$ cat src/conv_pkg.sv
package conv_pkg;

    // frame geometry
    localparam int ROWS  = 7;
    localparam int COLS  = 7;
    localparam int KSIZE = 5;
    // padding depth and lag of the window centre
    localparam int HALF  = KSIZE / 2;

    // data widths
    localparam int PIX_W  = 8;
    localparam int COEF_W = 8;
    // 25 signed products need 21 bits
    localparam int RES_W  = 21;
    localparam int POS_W  = 3;

    // output link credits
    localparam int MAX_CREDITS = 4;
    localparam int CRED_W      = 3;

    // zero beats pushed after the last pixel to drain the window
    localparam int FLUSH_BEATS = HALF * COLS + HALF;

    typedef struct packed {
        logic [RES_W-1:0] data;
        logic [POS_W-1:0] row;
        logic [POS_W-1:0] col;
        logic             last;
    } res_t;

    // position of a window centre carried next to the window data
    typedef struct packed {
        logic [POS_W-1:0] row;
        logic [POS_W-1:0] col;
        logic             last;
    } win_pos_t;

endpackage

$ cat src/conv_mac_5x5.sv
`timescale 1ns/1ps

module conv_mac_5x5 import conv_pkg::*; (
    input  logic                                clk,
    input  logic                                rst,
    input  logic                                i_coef_we,
    input  logic [4:0]                          i_coef_addr,
    input  logic [COEF_W-1:0]                   i_coef_data,
    input  logic                                i_win_valid,
    input  logic [0:KSIZE*KSIZE-1][PIX_W-1:0]   i_win,
    input  win_pos_t                            i_pos,
    output logic                                o_res_valid,
    output res_t                                o_res
);

    logic signed [COEF_W-1:0] coef [KSIZE*KSIZE];

    logic signed [RES_W-1:0] row_sum [KSIZE];
    logic signed [RES_W-1:0] s1_sum  [KSIZE];
    logic signed [RES_W-1:0] total;
    logic                    s1_valid;
    win_pos_t                s1_pos;

    // kernel store in raster order
    always_ff @(posedge clk) begin
        if (rst) begin
            for (int k = 0; k < KSIZE * KSIZE; k++) begin
                coef[k] <= '0;
            end
        end else if (i_coef_we && (i_coef_addr < 5'(KSIZE * KSIZE))) begin
            coef[i_coef_addr] <= i_coef_data;
        end
    end

    // stage 1 products with a zero sign bit on the unsigned pixels
    always_comb begin
        logic signed [PIX_W:0]        px;
        logic signed [PIX_W+COEF_W:0] prod;
        logic signed [RES_W-1:0]      acc;
        for (int r = 0; r < KSIZE; r++) begin
            acc = '0;
            for (int c = 0; c < KSIZE; c++) begin
                px   = $signed({1'b0, i_win[r*KSIZE+c]});
                prod = px * coef[r*KSIZE+c];
                acc  = acc + RES_W'(prod);
            end
            row_sum[r] = acc;
        end
    end

    always_comb begin
        total = '0;
        for (int r = 0; r < KSIZE; r++) begin
            total = total + s1_sum[r];
        end
    end

    always_ff @(posedge clk) begin
        if (rst) begin
            s1_valid    <= 1'b0;
            o_res_valid <= 1'b0;
        end else begin
            s1_valid    <= i_win_valid;
            o_res_valid <= s1_valid;
        end
    end

    always_ff @(posedge clk) begin
        s1_sum     <= row_sum;
        s1_pos     <= i_pos;
        o_res.data <= total;
        o_res.row  <= s1_pos.row;
        o_res.col  <= s1_pos.col;
        o_res.last <= s1_pos.last;
    end

    // kernel only changes while no window is in flight
    assert property (@(posedge clk) disable iff (rst)
        i_coef_we |-> !i_win_valid && !s1_valid)
        else $error("coefficient written while a window is in flight");

endmodule

$ cat config.mk
export PLATFORM = sky130hd
export DESIGN_NAME = conv_mac_5x5
export DESIGN_NICKNAME = d
export VERILOG_FILES = /design/src/conv_pkg.sv /design/src/conv_mac_5x5.sv
export SDC_FILE = /design/constraint.sdc
export NUM_CORES = 2
export LEC_CHECK = 0
export ABC_AREA = 1
export BUFFER_PORTS_ARGS = -buffer_cell sky130_fd_sc_hd__buf_2
export CAP_MARGIN = 20
export CORE_AREA = 2 2 347 349
export CTS_CLUSTER_SIZE = 14
export DETAILED_ROUTE_END_ITERATION = 6
export DIE_AREA = 0 0 349 351
export PLACE_DENSITY = 0.83
export SLEW_MARGIN = 30
export SYNTH_ARGS = -nofsm -noshare
export SYNTH_HDL_FRONTEND = slang
export SYNTH_SLANG_ARGS = --single-unit
$ cat constraint.sdc
create_clock -name clk -period 12.5 [get_ports clk]
set_clock_uncertainty 0.1 [all_clocks]
set_input_delay 3.125 -clock clk [delete_from_list [all_inputs] [get_ports clk]]
set_output_delay 3.125 -clock clk [all_outputs]
set_load 0.05 [all_outputs]
==> summary.md <==
| Metric | Value |
|---|---|
| Run status | finished clean |
| Wire length of the first global-routing pass | 313000 um |
| Clock slew at reported path FFs | 60 ps |
| Number of port buffers | between 200 and 300 |
| Min Clock Period, post-route | approximately 9000 ps |
| Total wire length | a little under 200000 um |
| Congestion Overflow GR | 0 |
| Netlist area before placement | roughly 77000 um2 |
| Share of cells above drive strength 1 | around 5% |
| Synthesized net count | 11800 |
| Worst slew margin | a little over a third |
| Number of vias per cell | between 5 and 6 |
| Master of the slowest instance on the critical path | sky130_fd_sc_hd__fa_1 |
| Inserted Clock Buffers | 43 |
| Post-cts sizing count | 0 |
| Initial core utilization | about 64% |
| Starting DRC count in detailed routing | about 4400 |
| Net total in the final layout | around 12000 |
| Tightest Pin Transition | a little under 1000 ps |
| Number of synthesized register bits | around 340 |
| # H-tree levels | 2 |
| Layout area overhead | 4.23% |
| Final setup TNS | 0 ps |
| Core Region | approximately 120000 um2 |
| Detailed-router iteration count before antenna repair | 6 |
| Max-slew violations | 0 |
| Share of the cycle needed by the critical path after routing | 72.3% |
| Peak fanout along the critical path | 8 |
| Number of instances in the synthesized netlist | approximately 9000 |
| Maximum clock insertion buffer count | 3 |
| Total number of clock tree sinks | 342 |
| Placement Rows | roughly 130 |
| Max capacitance violation total | 0 |
| Critical path class | in -> reg |
| Element type at the critical path end | flip-flop |
| Routability cong. | between 0.9 and 1 |
| Die width | 349 um |
| Post-synthesis area per instance | ~8.5 um2 |
| Global Route Usage Sum | between 30% and 40% |
| Required time of the worst setup path | approximately 13000 ps |
| Post-DR wirelength/cell | between 15 and 20 um |
| CTS tree | yes |
| Final routed DRC violation total | 0 |
| Cells traversed along the worst timing path | buf_2, nand2_1, inv_1, fa_1, fa_1, fa_1, inv_1, fa_1, fa_1, inv_1, fa_1, fa_1, fa_1, fa_1, ha_1, a21oi_1, nor2_1, nor2_1, nor2_1, nor2_1, nand2_1, nand2_1, nand2_1 |
| Critical path's most frequent cell | sky130_fd_sc_hd__fa_1 |
| Category of the worst setup path launch point | input port |
| Maximum achievable frequency | between 100 and 150 MHz |
| Worst path buffer plus inverter count | 4 |
| Total setup violations reported at the end of the flow | 0 |
| Ports placed on the boundary | ~250 |
| Number of global-route vias before repair | between 60000 and 70000 |
| Filler instances | around 9300 |
| Die Footprint | between 100000 and 150000 um2 |
| Chip height | ~350 um |
| # hold bufs at CTS | 0 |
| Most common library cell in the layout ignoring fill and taps | sky130_fd_sc_hd__inv_1 |
| Count of buffers added by post-CTS timing repair for setup | 0 |
| Unrepaired setup endpoints after global routing | no |
| Worst hold path class | reg -> reg |
| Number of routed nets with antenna violations | 0 |
| Yosys warnings | 0 |
| Worst-Skew Late Latency | around 600 ps |
| Via count | between 50000 and 60000 |
| Number of library cell types mapped by synthesis | 34 |
| Number of hold violations in the final report | 0 |
| Arr. time, crit path | about 9400 ps |
| Root Buffer Master | sky130_fd_sc_hd__clkbuf_16 |
| Antenna violations before repair | 5 |
| Pin count of the biggest net entering global routing | 27 |
| Crit-path max cell delay | approximately 600 ps |
| Largest delay share family, worst path | adder cells |
| Post-detail-place hpwl | 167000 um |
| Sequential element share of the synthesized area | 11.5% |
| Top library cells by usage in the layout, fill and taps aside | sky130_fd_sc_hd__inv_1, sky130_fd_sc_hd__nand2_1, sky130_fd_sc_hd__fa_1 |
[sequential cells by signal, summed over array words and instances, names as in the netlist]
signal / cells
o_res_valid: 1
s1_sum: 105
s1_valid: 1
s1_pos: 7
o_res: 28
coef: 200
[path summary, 6_finish.rpt]
check             depth (start not counted)          end       start  slack (ps)
hold reg to reg                           0     o_res[6]   s1_pos[6]         220
setup reg to reg                         20   s1_sum[82]  coef[7][7]        5290
setup / recovery                         23  s1_sum[100]  i_win[197]        3470
hold / removal                            0     o_res[6]   s1_pos[6]         220
[stage by stage]
step / area, um2 / hold slack, ps / worst slack (ps) / utilization, % / instances
floorplan: 76600 / 210 / 3320 / - / 9066
global placement: 78500 / 210 / 2980 / 65.9 / 10500
detailed placement: 78500 / 214 / 2940 / 65.9 / 10500
CTS: 79900 / 227 / 3540 / 67.1 / 10600
global route: 79900 / 235 / 3180 / 67.1 / 10600
finish: 79900 / 225 / 3470 / 67.1 / 10600
[cell type report]
type | instances | area, um2 | share of cell area, %
clock buffer | 54 | 1220 | 1.52
tap | 1548 | 1940 | 2.42
multi-input combinational | 5277 | 54900 | 68.7
timing repair buffer | 264 | 1370 | 1.71
clock inverter | 24 | 175 | 0.219
inverter | 3054 | 11500 | 14.4
antenna | 1 | 2.50 | 0.00313
sequential | 342 | 8850 | 11.1
[cells in the mapped netlist]
cell type                     n  area (um2)
sky130_fd_sc_hd__o21ai_0     30         150
sky130_fd_sc_hd__o21bai_1    12        90.1
sky130_fd_sc_hd__nand2_1   1829        6870
sky130_fd_sc_hd__o211ai_1     3        22.5
sky130_fd_sc_hd__clkbuf_1   393        1480
sky130_fd_sc_hd__xor2_1      56         490
sky130_fd_sc_hd__or2_4        1        8.76
sky130_fd_sc_hd__xnor2_1     24         210
sky130_fd_sc_hd__nand2_2     18         113
sky130_fd_sc_hd__inv_2        1        3.75
sky130_fd_sc_hd__nor3_1       5        25.0
sky130_fd_sc_hd__a21boi_0     2        15.0
sky130_fd_sc_hd__and2_1       1        6.26
sky130_fd_sc_hd__inv_1     3021       11300
sky130_fd_sc_hd__a21oi_1     93         465
sky130_fd_sc_hd__nand3_4      1        17.5
sky130_fd_sc_hd__nand3_1    112         561
sky130_fd_sc_hd__fa_1      1567       31400
sky130_fd_sc_hd__a31o_2       5        43.8
sky130_fd_sc_hd__nand2_4      7        78.8
sky130_fd_sc_hd__edfxtp_1   200        6010
sky130_fd_sc_hd__o21bai_2     1        11.3
sky130_fd_sc_hd__nor3_2       6        60.1
sky130_fd_sc_hd__nand3b_1    10        75.1
sky130_fd_sc_hd__nand4_1     17         106
sky130_fd_sc_hd__clkinv_1    31         116
sky130_fd_sc_hd__or2_2       56         350
sky130_fd_sc_hd__nor3_4       3        48.8
sky130_fd_sc_hd__a21o_1       8        60.1
sky130_fd_sc_hd__ha_1       948       11900
sky130_fd_sc_hd__nor4_1       6        37.5
sky130_fd_sc_hd__nor2_1     456        1710
sky130_fd_sc_hd__dfxtp_1    142        2840
sky130_fd_sc_hd__clkinv_4     1        8.76
[metal layers]
layer  track usage (%)  wire [um]  share of wire, %
met1              43.9      74500                39
met2              55.2      92300                48
met3              5.40      18200               9.4
met4              11.3       7710               4.0
met5                 0         21             0.011
[logic make-up after synthesis]
kind of cell,count (synthesis),share of synthesized area [%]
xor gates and xnor gates,80,0.914
and+or+nand+nor,2528,13.1
buffers and inverters,3447,16.9
AOI/OAI and AO/OA,154,1.12
DFF,342,11.5
adders and majority gates,2515,56.4
Power is not shown: default switching activity piles up to over one toggle a cycle in this logic, so the estimate is an artifact.
