[src/conv_pkg.sv]
package conv_pkg;

    // frame geometry
    localparam int ROWS  = 7;
    localparam int COLS  = 7;
    localparam int KSIZE = 5;
    // padding depth and lag of the window centre
    localparam int HALF  = KSIZE / 2;

    // data widths
    localparam int PIX_W  = 8;
    localparam int COEF_W = 8;
    // 25 signed products need 21 bits
    localparam int RES_W  = 21;
    localparam int POS_W  = 3;

    // output link credits
    localparam int MAX_CREDITS = 4;
    localparam int CRED_W      = 3;

    // zero beats pushed after the last pixel to drain the window
    localparam int FLUSH_BEATS = HALF * COLS + HALF;

    typedef struct packed {
        logic [RES_W-1:0] data;
        logic [POS_W-1:0] row;
        logic [POS_W-1:0] col;
        logic             last;
    } res_t;

    // position of a window centre carried next to the window data
    typedef struct packed {
        logic [POS_W-1:0] row;
        logic [POS_W-1:0] col;
        logic             last;
    } win_pos_t;

endpackage

[src/conv_frame_ctrl.sv]
`timescale 1ns/1ps

module conv_frame_ctrl import conv_pkg::*; (
    input  logic clk,
    input  logic rst,
    input  logic i_pix_valid,
    input  logic i_res_credit,
    input  logic i_win_due,
    output logic o_pix_ready,
    output logic o_adv,
    output logic o_flush,
    output logic o_start
);

    localparam int NPIX = ROWS * COLS;

    logic [$clog2(NPIX)-1:0]        pix_cnt;
    logic [$clog2(FLUSH_BEATS)-1:0] flush_cnt;
    logic                           flushing;
    logic                           start_q;
    logic [CRED_W-1:0]              credits;
    logic                           credit_ok;
    logic                           spend;

    // a beat that yields a window needs a free result slot downstream
    assign credit_ok = !i_win_due || (credits != '0);

    assign o_pix_ready = !flushing && !start_q && credit_ok;
    assign o_adv       = flushing ? credit_ok : (i_pix_valid && o_pix_ready);
    assign o_flush     = flushing;
    assign o_start     = start_q;

    assign spend = o_adv && i_win_due;

    always_ff @(posedge clk) begin
        if (rst) begin
            pix_cnt   <= '0;
            flush_cnt <= '0;
            flushing  <= 1'b0;
            start_q   <= 1'b0;
        end else begin
            start_q <= 1'b0;
            if (o_adv) begin
                if (flushing) begin
                    if (flush_cnt == FLUSH_BEATS - 1) begin
                        flush_cnt <= '0;
                        flushing  <= 1'b0;
                        // one idle cycle to restart the window counters
                        start_q   <= 1'b1;
                    end else begin
                        flush_cnt <= flush_cnt + 1'b1;
                    end
                end else if (pix_cnt == NPIX - 1) begin
                    pix_cnt  <= '0;
                    flushing <= 1'b1;
                end else begin
                    pix_cnt <= pix_cnt + 1'b1;
                end
            end
        end
    end

    // credits are spent per window and returned by the consumer
    always_ff @(posedge clk) begin
        if (rst) begin
            credits <= CRED_W'(MAX_CREDITS);
        end else begin
            credits <= credits - CRED_W'(spend) + CRED_W'(i_res_credit);
        end
    end

    assert property (@(posedge clk) disable iff (rst)
        credits <= CRED_W'(MAX_CREDITS))
        else $error("credit counter above MAX_CREDITS");

    // a returned credit must match a result that is still outstanding
    assert property (@(posedge clk) disable iff (rst)
        i_res_credit |-> credits < CRED_W'(MAX_CREDITS))
        else $error("credit returned with no result outstanding");

    assert property (@(posedge clk) disable iff (rst)
        spend |-> credits != '0)
        else $error("credit spent with the counter at zero");

endmodule

[config.mk]
export PLATFORM = sky130hd
export DESIGN_NAME = conv_frame_ctrl
export DESIGN_NICKNAME = d
export VERILOG_FILES = /design/src/conv_pkg.sv /design/src/conv_frame_ctrl.sv
export SDC_FILE = /design/constraint.sdc
export NUM_CORES = 1
export LEC_CHECK = 0
export BUFFER_PORTS_ARGS = -buffer_cell sky130_fd_sc_hd__buf_4
export CAP_MARGIN = 30
export CORE_MARGIN = 3
export CORE_UTILIZATION = 40
export CTS_BUF_LIST = sky130_fd_sc_hd__clkbuf_2 sky130_fd_sc_hd__clkbuf_4 sky130_fd_sc_hd__clkbuf_8
export DETAILED_ROUTE_END_ITERATION = 12
export SLEW_MARGIN = 5
export SYNTH_ARGS = -nofsm -noshare
export SYNTH_HDL_FRONTEND = slang
export SYNTH_SLANG_ARGS = --single-unit
[constraint.sdc]
create_clock -name clk -period 3.7 [get_ports clk]
set_clock_uncertainty 0.2 [all_clocks]
set_input_delay 0.37 -clock clk [delete_from_list [all_inputs] [get_ports clk]]
set_output_delay 0.37 -clock clk [all_outputs]
set_load 0.05 [all_outputs]
==> flow_summary.toml, run 1 <==
[drt]
drt_iter0_drc = 18
vias = 593
ant_nets = 0
drc = 0
vias_per_cell = 4.86
wire_per_inst_microns = 11.4
first_pass_iters = 4
wl_microns = 1400

[cts]
clock_latency_ns = 0.27
root_buffer = "clkbuf_4"
htreeDepth = 1
cts.reportedPaths.clkPinSlew_ns = 0.09
cts.path.max_buffers = 2
cts_buffers = 3
cts_hold_buf = 0
post_cts_resized = 0
post_cts_buffers = 0
cts.sinks = 15
tritoncts = "done"

[hold_path]
holdCritPathClass = "in2reg"

[floorplanning]
row_count = 15
die_y_microns = 50.1
ios = 9
die_x_microns = 50.1
initial_core_util_pct = 43.6
die_area_sq_um = 2510
core-area_sq_um = 1780

[layout]
area_growth_syn_to_layout_pct = 13.3
layout-drive-gt1-share_pct = 16.5
mostFrequentLayoutCell = "dfxtp_1"
nets = 109
antenna_cells = 0
fin_util_pct = 49.5
most-common-layout-cells = "dfxtp_1 (15), buf_4 (9), nand3_1 (8)"

[sta]
worst_pin_slew_ns = 0.427
fin_crit_ns = 2.86
slew_violations = 0
slew_headroom_pct = 71.4
setup_viol = 0
finalCritPeriodShare_pct = 77.2
rsz0062_at_grt = "false"
tns_ns = 0
max_freq_mhz = 350
hold_viol = 0
hold_ws_ns = 0.152

[synthesis]
yosys.area.top_type_share_pct = 38.6
yosysSeqAreaShare_pct = 38.6
synth_warnings = 0
netlist_area_sq_um = 778
synthTopCellsByArea = "dfxtp_1 (39%), ha_1 (8.0%), xor2_1 (5.6%), nand3_1 (5.1%), a21oi_1 (3.9%)"
synth_cells = 88
synth_fp_nets = 99
synth_cell_types = 31
ys_ff_latch = 15
synth_area_leader_cell = "dfxtp_1"
synth.avg_cell_area_sq_um = 8.84

[global_route]
grt_overflow_total = 0
grt_pass1_vias = 563
track_usage_pct = 12.9
antenna_found_initial = 0
grt_max_degree = 16
grt_pass1_wl_microns = 2440

[setup_path]
criticalPathCategory = "reg2reg"
crit_fanout = 15
cp-end-kind = "flip-flop"
cp.required_ns = 3.68
critical_path_arrival_ns = 2.83
cp-start-kind = "flip-flop"
r2r_slack_ns = 0.84

[status]
status = "complete, no violations"

[pwr]
vdd_drop_max_mv = 0.260
cellPowerDensity_nw_per_um2 = 422
power_mw = 0.372
leakagePower_nw = 0.354

[placement]
routabilityCongestion = 0.757
port_buffers = 8
hpwl_microns = 976

[flow_run]
max_cap_violations = 0
-- worst paths after layout --
| kind | startpoint | end | depth (start not counted) |
|---|---|---|---|
| hold / removal | rst | flush_cnt[1] | 2 |
| setup reg to reg | credits[1] | credits[2] | 11 |
| setup / recovery | credits[1] | credits[2] | 11 |
| hold reg to reg | flush_cnt[3] | flush_cnt[3] | 2 |
-- report_power, final --
| part | internal [mW] | switching (mW) | total, mW |
|---|---|---|---|
| logic | 0.0407 | 0.0480 | 0.0887 |
| registers | 0.174 | 0.00993 | 0.184 |
| clock network | 0.0491 | 0.0504 | 0.0995 |
| total | 0.264 | 0.108 | 0.372 |
-- through the flow --
stage               std cells  worst slack [ns]  area [sq um]
global placement          118             0.821           852
CTS                       122             0.825           882
detailed placement        118             0.779           852
global route              122             0.673           882
floorplan                  88             0.585           778
finish                    122             0.843           882
-- cell usage after synthesis --
cell type and n:
or3_1 2, ha_1 5, nor3b_1 1, nand4b_1 1, nor2_1 7, buf_2 2, dfxtp_1 15, and4_1 2
a31oi_1 1, fa_1 1, nor2b_1 3, nor3_2 1, and2_1 1, a31o_1 1, buf_6 1, nand2_2 1
nand3_1 8, and3_1 2, nand4_1 1, xnor2_1 2, clkbuf_1 1, o21a_1 1, nor3b_2 1, o21ai_0 1
xor2_1 5, or4b_1 1, nand2_1 6, a21oi_1 6, nand2b_1 1, nor3_1 1, inv_1 6
-- kinds of logic after synthesis --
group,synth area share [%]
compound gates,7.40
xor+xnor,7.88
fa+ha+maj,10.6
buf+inv,6.11
flops,38.6
simple gates,29.4
-- worst max-delay path, cell delays in order, from the launching register on --
cell      delay, ns
dfxtp_1        0.34
or4b_1         0.51
buf_4          0.20
o21a_1         0.12
and2_1         0.15
ha_1           0.26
inv_1          0.04
ha_1           0.18
fa_1           0.38
xnor2_1        0.17
xnor2_1        0.14
nand2b_1       0.06
-- per-layer routing --
metal  vias to the layer above  GRT usage (%)  share of wire [%]
met5                         -              0                  0
met4                         0           6.91               0.93
met3                         2           2.72                4.8
met2                        11           17.8                 46
met1                       264           18.5                 48
li1                        316              -                  -
-- flip-flops by register name, indices dropped and copies added, names as in the netlist --
register and count:
pix_cnt 6, o_start 1, flush_cnt 4, credits 3, o_flush 1
-- layout make-up --
cell class,count,area (sq um)
clock buffers,4,30.0
repair buffers,9,67.6
inverters,6,22.5
fillers,174,901
multi-input cells,63,430
flip-flops and latches,15,300
well taps,25,31.3
Power figures use the tool's default switching activity.
==> run 2, diff against run 1 <==
- clock period: 3.7 -> 2.75 ns (I/O delays scaled with it)
==> run 2 against run 1 <==
Effect of this change:
- design area grew 5.2%
- register-to-register slack worse by 0.72 ns
- sequential power rose by 36%
- routed wire length shrank 1.6%
- critical path type unchanged
- largest cell class unchanged
==> flow_summary.toml, run 2 (synthesis gave the netlist of run 1 again) <==
[sta]
worst_pin_slew_ns = 0.417
setup_viol = 0
hold_viol = 0
hold_ws_ns = 0.0543
max_freq_mhz = 381
fin_crit_ns = 2.63
finalCritPeriodShare_pct = 95.5
slew_headroom_pct = 72.1
rsz0062_at_grt = "false"
slew_violations = 0
tns_ns = 0
setup_ws_ns = 0.125

[drt]
ant_nets = 0
drc = 0
first_pass_iters = 2
wire_per_inst_microns = 11.3
vias_per_cell = 4.95
wl_microns = 1370
vias = 604
drt_iter0_drc = 9

[cts]
cts.path.max_buffers = 2
clock_latency_ns = 0.28
cts.reportedPaths.clkPinSlew_ns = 0.08
post_cts_resized = 0
tritoncts = "done"
cts_buffers = 3
root_buffer = "clkbuf_4"
htreeDepth = 1
post_cts_buffers = 0
cts.sinks = 15
cts_hold_buf = 0

[layout]
largest_reg_flops = 6
register_area_sq_um = 302
area_growth_syn_to_layout_pct = 19.3
antenna_cells = 0
largest-register = "pix_cnt"
fin_cells = 122
nets = 109
layout-drive-gt1-share_pct = 24.7
most-common-layout-cells = "dfxtp_1 (14), buf_4 (9), nand3_1 (8)"
nFillCells = 168
multi_input_area_sq_um = 475
fin_util_pct = 52.1
reg_top3 = "pix_cnt (6), flush_cnt (4), credits (3)"
mostFrequentLayoutCell = "dfxtp_1"
finish.instance_area_sq_um = 928

[setup_path]
slowest_delay_ns = 0.54
criticalPathCategory = "reg2reg"
critical_path_arrival_ns = 2.60
cp-end-kind = "flip-flop"
cp.required_ns = 2.73
cp_slowest_cell = "or4b_1"
crit_fanout = 3
crit_path_cell_trace = "or4b_1 -> o21a_4 -> and2_4 -> ha_4 -> inv_2 -> ha_4 -> fa_2 -> xnor2_2 -> xnor2_1 -> nand2b_1"
critical_path.most_common_cell = "ha_4"
cp-start-kind = "flip-flop"

[placement]
routabilityCongestion = 0.809
port_buffers = 8
hpwl_microns = 1090
dp_cells = 118
dp_slack_ns = 0.126
placed_cell_area_sq_um = 898

[pwr]
vdd_drop_max_mv = 0.321
cellPowerDensity_nw_per_um2 = 563
power_mw = 0.523
leakagePower_nw = 0.361

[floorplanning]
die_area_sq_um = 2510
initial_core_util_pct = 43.6
die_y_microns = 50.1
ios = 9
die_x_microns = 50.1
row_count = 15
core-area_sq_um = 1780

[flow_run]
max_cap_violations = 0

[status]
status = "complete, no violations"

[global_route]
antenna_found_initial = 0
grt_pass1_wl_microns = 2570
grt_max_degree = 15
track_usage_pct = 13.5
grt_pass1_vias = 606
grt_overflow_total = 0

[hold_path]
holdCritPathClass = "in2reg"
==> run 2: final cells by class <==
class	instances	share of cell area, %
flip-flops and latches	15	32.5
repair buffers	9	7.28
well taps	25	3.37
multi-input cells	63	51.2
inverters	6	2.43
clock buffers	4	3.23
==> run 2: worst max-delay path, delay by kind of cell, from the launching register on <==
family | cells | cell delay [ns]
flops | 1 | 0.34
compound gates | 1 | 0.14
buf+inv | 1 | 0.04
simple gates | 3 | 0.74
fa+ha+maj | 3 | 0.77
xor+xnor | 2 | 0.30
==> run 2: worst paths after layout <==
path,start,to,slack [ns],cells after the start
min,rst,credits[1],0.05,2
min reg2reg,flush_cnt[3],flush_cnt[3],0.29,2
max,credits[1],credits[2],0.12,10
max reg2reg,credits[1],credits[2],0.12,10
==> run 2: per-layer routing <==
layer  vias to the layer above  GRT usage [%]  wire length [microns]
met5                         -              0                      0
met4                         0           2.76                      0
met3                         0           6.65                     68
met2                         8           22.2                    715
met1                       279           15.7                    588
li1                        317              -                      -
==> run 2: where the power goes <==
group / switching (mW) / total [mW] / internal, mW
clock network: 0.0625 / 0.129 / 0.0661
registers: 0.0157 / 0.251 / 0.235
logic: 0.0714 / 0.143 / 0.0718
total: 0.150 / 0.523 / 0.373
