==> config.mk <==
export PLATFORM = sky130hd
export DESIGN_NAME = conv_line_buffer
export DESIGN_NICKNAME = d
export VERILOG_FILES = /design/src/conv_pkg.sv /design/src/conv_line_buffer.sv
export SDC_FILE = /design/constraint.sdc
export NUM_CORES = 1
export LEC_CHECK = 0
export BUFFER_PORTS_ARGS = -buffer_cell sky130_fd_sc_hd__buf_2
export CORE_ASPECT_RATIO = 1.25
export CORE_UTILIZATION = 38
export CTS_BUF_LIST = sky130_fd_sc_hd__clkbuf_2 sky130_fd_sc_hd__clkbuf_4 sky130_fd_sc_hd__clkbuf_8
export DETAILED_ROUTE_END_ITERATION = 12
export GPL_TIMING_DRIVEN = 0
export PLACE_DENSITY = 0.58
export SYNTH_ARGS = -nofsm -noshare
export SYNTH_HDL_FRONTEND = slang
export SYNTH_SLANG_ARGS = --single-unit
==> constraint.sdc <==
create_clock -name clk -period 10.94 [get_ports clk]
set_input_delay 2.735 -clock clk [delete_from_list [all_inputs] [get_ports clk]]
set_output_delay 2.735 -clock clk [all_outputs]
set_load 0.005 [all_outputs]
==> src/conv_pkg.sv <==
package conv_pkg;

    // frame geometry
    localparam int ROWS  = 7;
    localparam int COLS  = 7;
    localparam int KSIZE = 5;
    // padding depth and lag of the window centre
    localparam int HALF  = KSIZE / 2;

    // data widths
    localparam int PIX_W  = 8;
    localparam int COEF_W = 8;
    // 25 signed products need 21 bits
    localparam int RES_W  = 21;
    localparam int POS_W  = 3;

    // output link credits
    localparam int MAX_CREDITS = 4;
    localparam int CRED_W      = 3;

    // zero beats pushed after the last pixel to drain the window
    localparam int FLUSH_BEATS = HALF * COLS + HALF;

    typedef struct packed {
        logic [RES_W-1:0] data;
        logic [POS_W-1:0] row;
        logic [POS_W-1:0] col;
        logic             last;
    } res_t;

    // position of a window centre carried next to the window data
    typedef struct packed {
        logic [POS_W-1:0] row;
        logic [POS_W-1:0] col;
        logic             last;
    } win_pos_t;

endpackage

==> src/conv_line_buffer.sv <==
`timescale 1ns/1ps

module conv_line_buffer import conv_pkg::*; (
    input  logic                           clk,
    input  logic                           rst,
    input  logic                           i_adv,
    input  logic [PIX_W-1:0]               i_pix,
    output logic [0:KSIZE-1][PIX_W-1:0]    o_col
);

    // four previous rows with row 0 the most recent
    logic [PIX_W-1:0] rows_q [KSIZE-1][COLS];
    logic [POS_W-1:0] ptr;

    // every beat writes one column, so an entry is always COLS beats old
    always_ff @(posedge clk) begin
        if (rst) begin
            ptr <= '0;
        end else if (i_adv) begin
            if (ptr == POS_W'(COLS - 1)) begin
                ptr <= '0;
            end else begin
                ptr <= ptr + 1'b1;
            end
        end
    end

    always_ff @(posedge clk) begin
        if (i_adv) begin
            for (int k = KSIZE - 2; k > 0; k--) begin
                rows_q[k][ptr] <= rows_q[k-1][ptr];
            end
            rows_q[0][ptr] <= i_pix;
        end
    end

    // oldest row first and the incoming pixel last
    always_comb begin
        for (int k = 0; k < KSIZE - 1; k++) begin
            o_col[k] = rows_q[KSIZE-2-k][ptr];
        end
        o_col[KSIZE-1] = i_pix;
    end

endmodule

==> run_results.csv, run 1 <==
group,metric,value,unit
setup_path,setup.worst_path.class,"in -> out",
global_routing,antenna_violations_before_repair,0,
setup_path,kind_of_start_point_of_the_critical_path,"input pin",
global_routing,grt_util_all_layers,16.8,%
place,worst_slack_after_detailed_placement,5.07,ns
clocking,clock_sinks,227,
global_routing,first_pass_grt_wire_length,30.1,mm
die,die-width,140,um
die,die_h,174,um
drt,drt-total-wl,20.1,mm
layout,post_route_cells_drive_above_1_share,24.6,%
setup_path,worstPathArrival,3.13,ns
drt,number_of_vias_per_cell_after_detailed_routing,5.22,
clocking,hold_buffers,0,
sta,holdWs,0.815,ns
clocking,cts.htree.levels,2,
setup_path,timing.critical_path.slowest_cell_delay,0.15,ns
power,ir_drop,0.0000860,V
layout,post_layout_nonfiller_instances,917,
place,place.detailed.instances,864,
sta,final_report_setup_violation_count,0,
synthesis,number_of_synthesized_register_bits,227,
setup_path,critical_path.reg2reg.startpoint,"ptr[2]",
synthesis,synth_cell_types,24,
synthesis,netlist_instances,515,
synthesis,ys.warnings.count,0,
worst_hold_path,holdPathEnd,"rows_q[2][15]",
drt,wl_per_cell,21.9,um
global_routing,first_global_vias,4969,
layout,count_of_filler_cells_inserted_in_the_layout,1987,
power,power.leakage,3.46,nW
setup_path,timing.critical_path.from,"i_pix[6]",
sta,setup-tns-final,0,ns
setup_path,worst_r2r_path_depth,4,
sta,final.setup_skew,0.0270,ns
clocking,post_cts_clock_slew_at_the_launch_and_capture_registers_of_the_worst_setup_and_hold_paths,0.06,ns
clocking,tritoncts,"yes",
outcome,status,"completed",
setup_path,critical_path.most_common_cell,"sky130_fd_sc_hd__buf_2",
die,floorplan.io_pins,51,
drt,drt-pass1-iter-count,4,
setup_path,critical_path.top_delay_family,"buffers and inverters",
die,design.die.area,24300,um2
sta,timing.max_slew.rel_slack,24.7,%
place,dpl-instance-area,9850,um2
setup_path,crit_path_end_kind,"output port",
die,area_of_the_core,23100,um2
clocking,clock_tree.buffer_depth,3,
place,routabilityCongestion,0.703,
die,initial_utilization,38.9,%
sta,worstMarginPinSlew,1.12,ns
synthesis,syn_std_cell_area,9000,um2
place,hpwl,12.4,mm
worst_hold_path,min-delay-path-class,"reg -> reg",
drt,drc,0,
clocking,post-cts-setup-buffers,0,
sta,rsz_0062_raised_after_global_routing,"no",
drt,vias,4783,
synthesis,postSynthAreaPerCell,17.5,um2
layout,num_antenna_cells,0,
drt,violation_count_after_the_first_detailed_route_iteration,229,
layout,mostFrequentLayoutCell,"sky130_fd_sc_hd__edfxtp_1",
layout,regArea,6790,um2
clocking,cts_buffer_count,34,
clocking,cts_repair_resize_count,0,
worst_hold_path,holdPathStages,2,
setup_path,worst_r2r_endpoint,"rows_q[0][19]",
sta,setup_ws,5.07,ns
global_routing,global_route.overflow_total,0,
drt,postRouteAntennaNets,0,
setup_path,cpMaxStageDelayCell,"sky130_fd_sc_hd__buf_2",
worst_hold_path,hold_path.startpoint,"rows_q[1][7]",
layout,final_area,10400,um2
sta,period_minus_slack,5.87,ns
flow_run,drv.max_cap_violation_count,0,
sta,hold_viol,0,
layout,area_growth,16.0,%
sta,maxSlewViolCount,0,
setup_path,cp_data_required_time,8.21,ns
layout,layout_common_cells,"224 x sky130_fd_sc_hd__edfxtp_1, 96 x sky130_fd_sc_hd__mux2i_1, 57 x sky130_fd_sc_hd__buf_2",
sta,clock.fmax,170,MHz
global_routing,grt_max_degree,22,
setup_path,path_cells,"buf_2 > buf_4 > buf_2",
setup_path,wp_buf_inv,3,
sta,timing.final.crit_share,53.7,%
place,port_buffers,50,
layout,finalNetCount,623,
synthesis,synth_sequential_area_ratio,75.4,%
die,fp-row-count,62,
clocking,clk-insertion-delay-late,0.50,ns
setup_path,r2r_setup_slack,8.37,ns
layout,multi_input_combinational_cell_area,1950,um2
power,power.density,172,nW/um2
setup_path,path_max_fanout,8,
synthesis,syn_nets,526,
clocking,clock_tree.root_cell,"sky130_fd_sc_hd__clkbuf_8",
-- synthesized netlist by cell type --
library cell               count  share of area, %
sky130_fd_sc_hd__a21oi_1       1             0.056
sky130_fd_sc_hd__a22o_1       32               3.1
sky130_fd_sc_hd__a22oi_1       1             0.083
sky130_fd_sc_hd__a311oi_1      1             0.097
sky130_fd_sc_hd__a31oi_1      33               2.3
sky130_fd_sc_hd__buf_12        2              0.44
sky130_fd_sc_hd__buf_2         7              0.39
sky130_fd_sc_hd__buf_4        13               1.1
sky130_fd_sc_hd__buf_6         7              0.88
sky130_fd_sc_hd__buf_8         2              0.33
sky130_fd_sc_hd__clkbuf_1      7              0.29
sky130_fd_sc_hd__dfxtp_1       3              0.67
sky130_fd_sc_hd__edfxtp_1    224                75
sky130_fd_sc_hd__mux2i_1      96                11
sky130_fd_sc_hd__nand2_1      35               1.5
sky130_fd_sc_hd__nand2b_1      4              0.28
sky130_fd_sc_hd__nand3b_1      1             0.083
sky130_fd_sc_hd__nor2_1        7              0.29
sky130_fd_sc_hd__nor2b_1       3              0.21
sky130_fd_sc_hd__nor2b_4       1              0.15
sky130_fd_sc_hd__nor3_1        2              0.11
sky130_fd_sc_hd__o21ai_0       1             0.056
sky130_fd_sc_hd__or2_1        25               1.7
sky130_fd_sc_hd__or2_2         7              0.49
-- worst max path at each step --
stage                    end  cells after the start  slack (ns)
3_3_place_gp   rows_q[3][49]                      3        2.95
6_report            o_col[6]                      3        5.07
4_1_cts             o_col[6]                      3        5.07
3_5_place_dp        o_col[6]                      3        5.07
2_1_floorplan       o_col[0]                      1        5.36
5_1_grt             o_col[6]                      3        5.05
-- stage by stage --
step	total power, mW	utilization (%)
after detailed placement	1.20	42.6
final	1.80	45.2
after global placement	1.19	41.6
after global routing	1.87	45.2
after floorplan	1.13	-
after CTS	1.82	45.2
-- sequential cells by signal, summed over array words and instances (netlist names) --
register / cells
ptr: 3
rows_q: 224
-- worst reg2reg max path, delay by kind of cell, from the launching register on --
family	cells	cell delay, ns
and+or+nand+nor	2	1.06
buffers and inverters	2	0.74
DFF	1	0.45
-- per-layer routing --
metal | track usage [%] | routed length (um) | vias to the layer above | share of wire, %
li1 | - | - | 2193 | -
met1 | 19.5 | 7990 | 2406 | 40
met2 | 30.7 | 10600 | 131 | 53
met3 | 2.56 | 766 | 53 | 3.8
met4 | 7.51 | 715 | 0 | 3.6
met5 | 0 | 0 | - | 0
-- report_power, final --
group	switching [mW]	total (mW)	internal, mW	leakage, nW
logic	0.106	0.175	0.0693	1.09
registers	0.00502	1.00	1.00	2.06
clock network	0.291	0.621	0.330	0.314
total	0.402	1.80	1.40	3.46
-- logic make-up (layout without fill, tap and decap cells) --
kind of cell,count (synthesis),after routing,share of synthesized area [%]
flops,227,227,75.4
mux,96,96,10.7
simple gates,85,85,4.81
compound gates,69,69,5.70
buf+inv,38,152,3.42
-- final cells by class --
type | count | share of cell area (%)
flip-flops and latches | 227 | 65.0
multi-input cells | 250 | 18.7
clock buffers | 46 | 5.40
repair buffers | 61 | 4.22
well taps | 288 | 3.45
plain buffers | 38 | 2.95
clock inverters | 7 | 0.299
No activity file was read; power rests on OpenSTA's default activity.
==> inputs of run 2 (changes only) <==
--- a/config.mk
+++ b/config.mk
@@ -11,7 +11,7 @@
 export CTS_BUF_LIST = sky130_fd_sc_hd__clkbuf_2 sky130_fd_sc_hd__clkbuf_4 sky130_fd_sc_hd__clkbuf_8
 export DETAILED_ROUTE_END_ITERATION = 12
 export GPL_TIMING_DRIVEN = 0
-export PLACE_DENSITY = 0.58
+export PLACE_DENSITY = 0.6
 export SYNTH_ARGS = -nofsm -noshare
 export SYNTH_HDL_FRONTEND = slang
 export SYNTH_SLANG_ARGS = --single-unit
==> constraint.sdc (replaced) <==
create_clock -name clk -period 4.9 [get_ports clk]
set_input_delay 1.225 -clock clk [delete_from_list [all_inputs] [get_ports clk]]
set_output_delay 1.225 -clock clk [all_outputs]
set_load 0.005 [all_outputs]
==> run 2 against run 1 <==
Net effect:
- flip-flop and latch count did not move
- sequential power rose by 120%
- final cell count rose by 0.98%
- die area did not move
- non-clock buffer count did not move
==> run_results.csv, run 2 (synthesis results as in run 1) <==
group,metric,value,unit
die,area_of_the_core,23100,um2
drt,drc,0,
power,ir_drop,0.000155,V
sta,maxSlewViolCount,0,
layout,num_antenna_cells,0,
setup_path,worst_r2r_path_depth,4,
place,port_buffers,50,
setup_path,cpMaxStageDelayCell,"sky130_fd_sc_hd__a31oi_1",
layout,area_growth,17.1,%
clocking,post-cts-setup-buffers,0,
layout,final_util,45.6,%
clocking,clk-insertion-delay-late,0.50,ns
layout,largest_register_ffs,224,
sta,rsz_0062_raised_after_global_routing,"no",
worst_hold_path,min-delay-path-class,"reg -> reg",
place,routabilityCongestion,0.709,
setup_path,worstPathArrival,2.84,ns
layout,post_route_cells_drive_above_1_share,25.4,%
die,die_h,174,um
outcome,status,"completed",
setup_path,wp_buf_inv,4,
global_routing,global_route.overflow_total,0,
clocking,clock_tree.buffer_depth,3,
die,design.die.area,24300,um2
sta,timing.max_slew.rel_slack,26.6,%
layout,top_regs,"rows_q x224, ptr x3",
flow_run,drv.max_cap_violation_count,0,
drt,vias,4802,
setup_path,worst_r2r_endpoint,"rows_q[0][19]",
sta,final.setup_skew,0.0102,ns
global_routing,antenna_violations_before_repair,0,
sta,timing.final.crit_share,82.9,%
global_routing,first_global_vias,5031,
power,power.leakage,3.52,nW
sta,worstMarginPinSlew,1.09,ns
global_routing,grt_util_all_layers,16.7,%
place,worst_slack_after_detailed_placement,1.29,ns
setup_path,setup.worst_path.class,"reg -> out",
sta,hold_viol,0,
die,initial_utilization,38.9,%
place,hpwl,12.4,mm
global_routing,grt_max_degree,22,
setup_path,worst-path-stages,6,
drt,violation_count_after_the_first_detailed_route_iteration,208,
die,fp-row-count,62,
setup_path,timing.critical_path.slowest_cell_delay,0.82,ns
die,die-width,140,um
setup_path,cp_data_required_time,3.67,ns
layout,largest_register,"rows_q",
setup_path,critPathCapture,"o_col[24]",
power,power.density,395,nW/um2
clocking,hold_buffers,0,
setup_path,timing.critical_path.from,"ptr[0]",
clocking,cts_buffer_count,35,
sta,clock.fmax,246,MHz
layout,layout_common_cells,"224 x sky130_fd_sc_hd__edfxtp_1, 96 x sky130_fd_sc_hd__mux2i_1, 57 x sky130_fd_sc_hd__buf_2",
setup_path,critical_path.reg2reg.startpoint,"ptr[2]",
clocking,cts.htree.levels,2,
setup_path,path_cells,"buf_4 > buf_8 > clkbuf_1 > or2_1 > a31oi_1 > buf_2",
setup_path,path_max_fanout,10,
clocking,cts_repair_resize_count,0,
setup_path,kind_of_start_point_of_the_critical_path,"flop",
clocking,post_cts_clock_slew_at_the_launch_and_capture_registers_of_the_worst_setup_and_hold_paths,0.06,ns
drt,postRouteAntennaNets,0,
sta,setup_ws,0.840,ns
clocking,clock_tree.root_cell,"sky130_fd_sc_hd__clkbuf_8",
global_routing,first_pass_grt_wire_length,29.9,mm
clocking,tritoncts,"yes",
drt,wl_per_cell,21.5,um
setup_path,critical_path.top_delay_family,"buffers and inverters",
drt,drt-pass1-iter-count,5,
drt,number_of_vias_per_cell_after_detailed_routing,5.19,
die,floorplan.io_pins,51,
setup_path,r2r_setup_slack,2.16,ns
sta,period_minus_slack,4.06,ns
sta,final_report_setup_violation_count,0,
clocking,clock_sinks,227,
setup_path,crit_path_end_kind,"output port",
layout,mostFrequentLayoutCell,"sky130_fd_sc_hd__edfxtp_1",
drt,drt-total-wl,19.9,mm
layout,finalNetCount,624,
==> run 2: cell count changes in the layout (fill, tap and decap cells not counted) <==
cell / previous run / this run
sky130_fd_sc_hd__buf_6: 13 / 12
sky130_fd_sc_hd__clkinv_1: 5 / 7
sky130_fd_sc_hd__bufinv_16: 0 / 1
sky130_fd_sc_hd__clkinvlp_4: 1 / 0
sky130_fd_sc_hd__clkbuf_8: 35 / 37
sky130_fd_sc_hd__clkbuf_4: 11 / 13
sky130_fd_sc_hd__clkinv_2: 1 / 4
sky130_fd_sc_hd__buf_8: 2 / 3
==> run 2: worst min-delay path, cell delays in order, from the launching register on <==
cell,delay [ns]
sky130_fd_sc_hd__edfxtp_1,0.35
sky130_fd_sc_hd__nand2_1,0.06
sky130_fd_sc_hd__a31oi_1,0.20
==> run 2: worst min-delay path by stage <==
stage	from	end	slack, ns	cells past startpoint
global route	ptr[1]	ptr[2]	0.84	3
detailed placement	rows_q[0][0]	rows_q[1][0]	0.80	2
CTS	rows_q[0][9]	rows_q[1][9]	0.81	2
floorplan	ptr[1]	ptr[2]	0.70	3
finish	rows_q[0][11]	rows_q[1][27]	0.81	2
global placement	rows_q[2][12]	rows_q[3][36]	0.76	2
==> run 2: layer usage <==
metal  up-vias  routed length (um)  global-route usage [%]
met3        49                 777                    2.37
li1       2202                   -                       -
met1      2412                8220                    19.6
met4         0                 642                    7.33
met5         -                   0                       0
met2       139               10200                    30.3
==> run 2: report_power, final <==
part / switching [mW] / internal (mW) / total, mW
registers: 0.0118 / 2.23 / 2.24
logic: 0.233 / 0.155 / 0.389
clock network: 0.679 / 0.849 / 1.53
==> run 2: final cells by class <==
class | instances | area (um2)
Fill cell | 2009 | 12600
Tap cell | 288 | 360
Timing Repair Buffer | 61 | 444
Multi-Input combinational cell | 250 | 1950
Sequential cell | 227 | 6790
Buffer | 38 | 308
Clock inverter | 12 | 76.3
Clock buffer | 50 | 607
==> run 2: stage by stage <==
step	setup TNS (ns)	area, um2	power (mW)	hold WS, ns	std cells
2_1_floorplan	0	9000	2.52	0.705	515
3_3_place_gp	-93.51	9610	2.65	0.764	853
6_report	0	10500	4.16	0.811	926
4_1_cts	0	10500	4.21	0.809	926
3_5_place_dp	0	9850	2.68	0.798	864
5_1_grt	0	10500	4.32	0.842	926
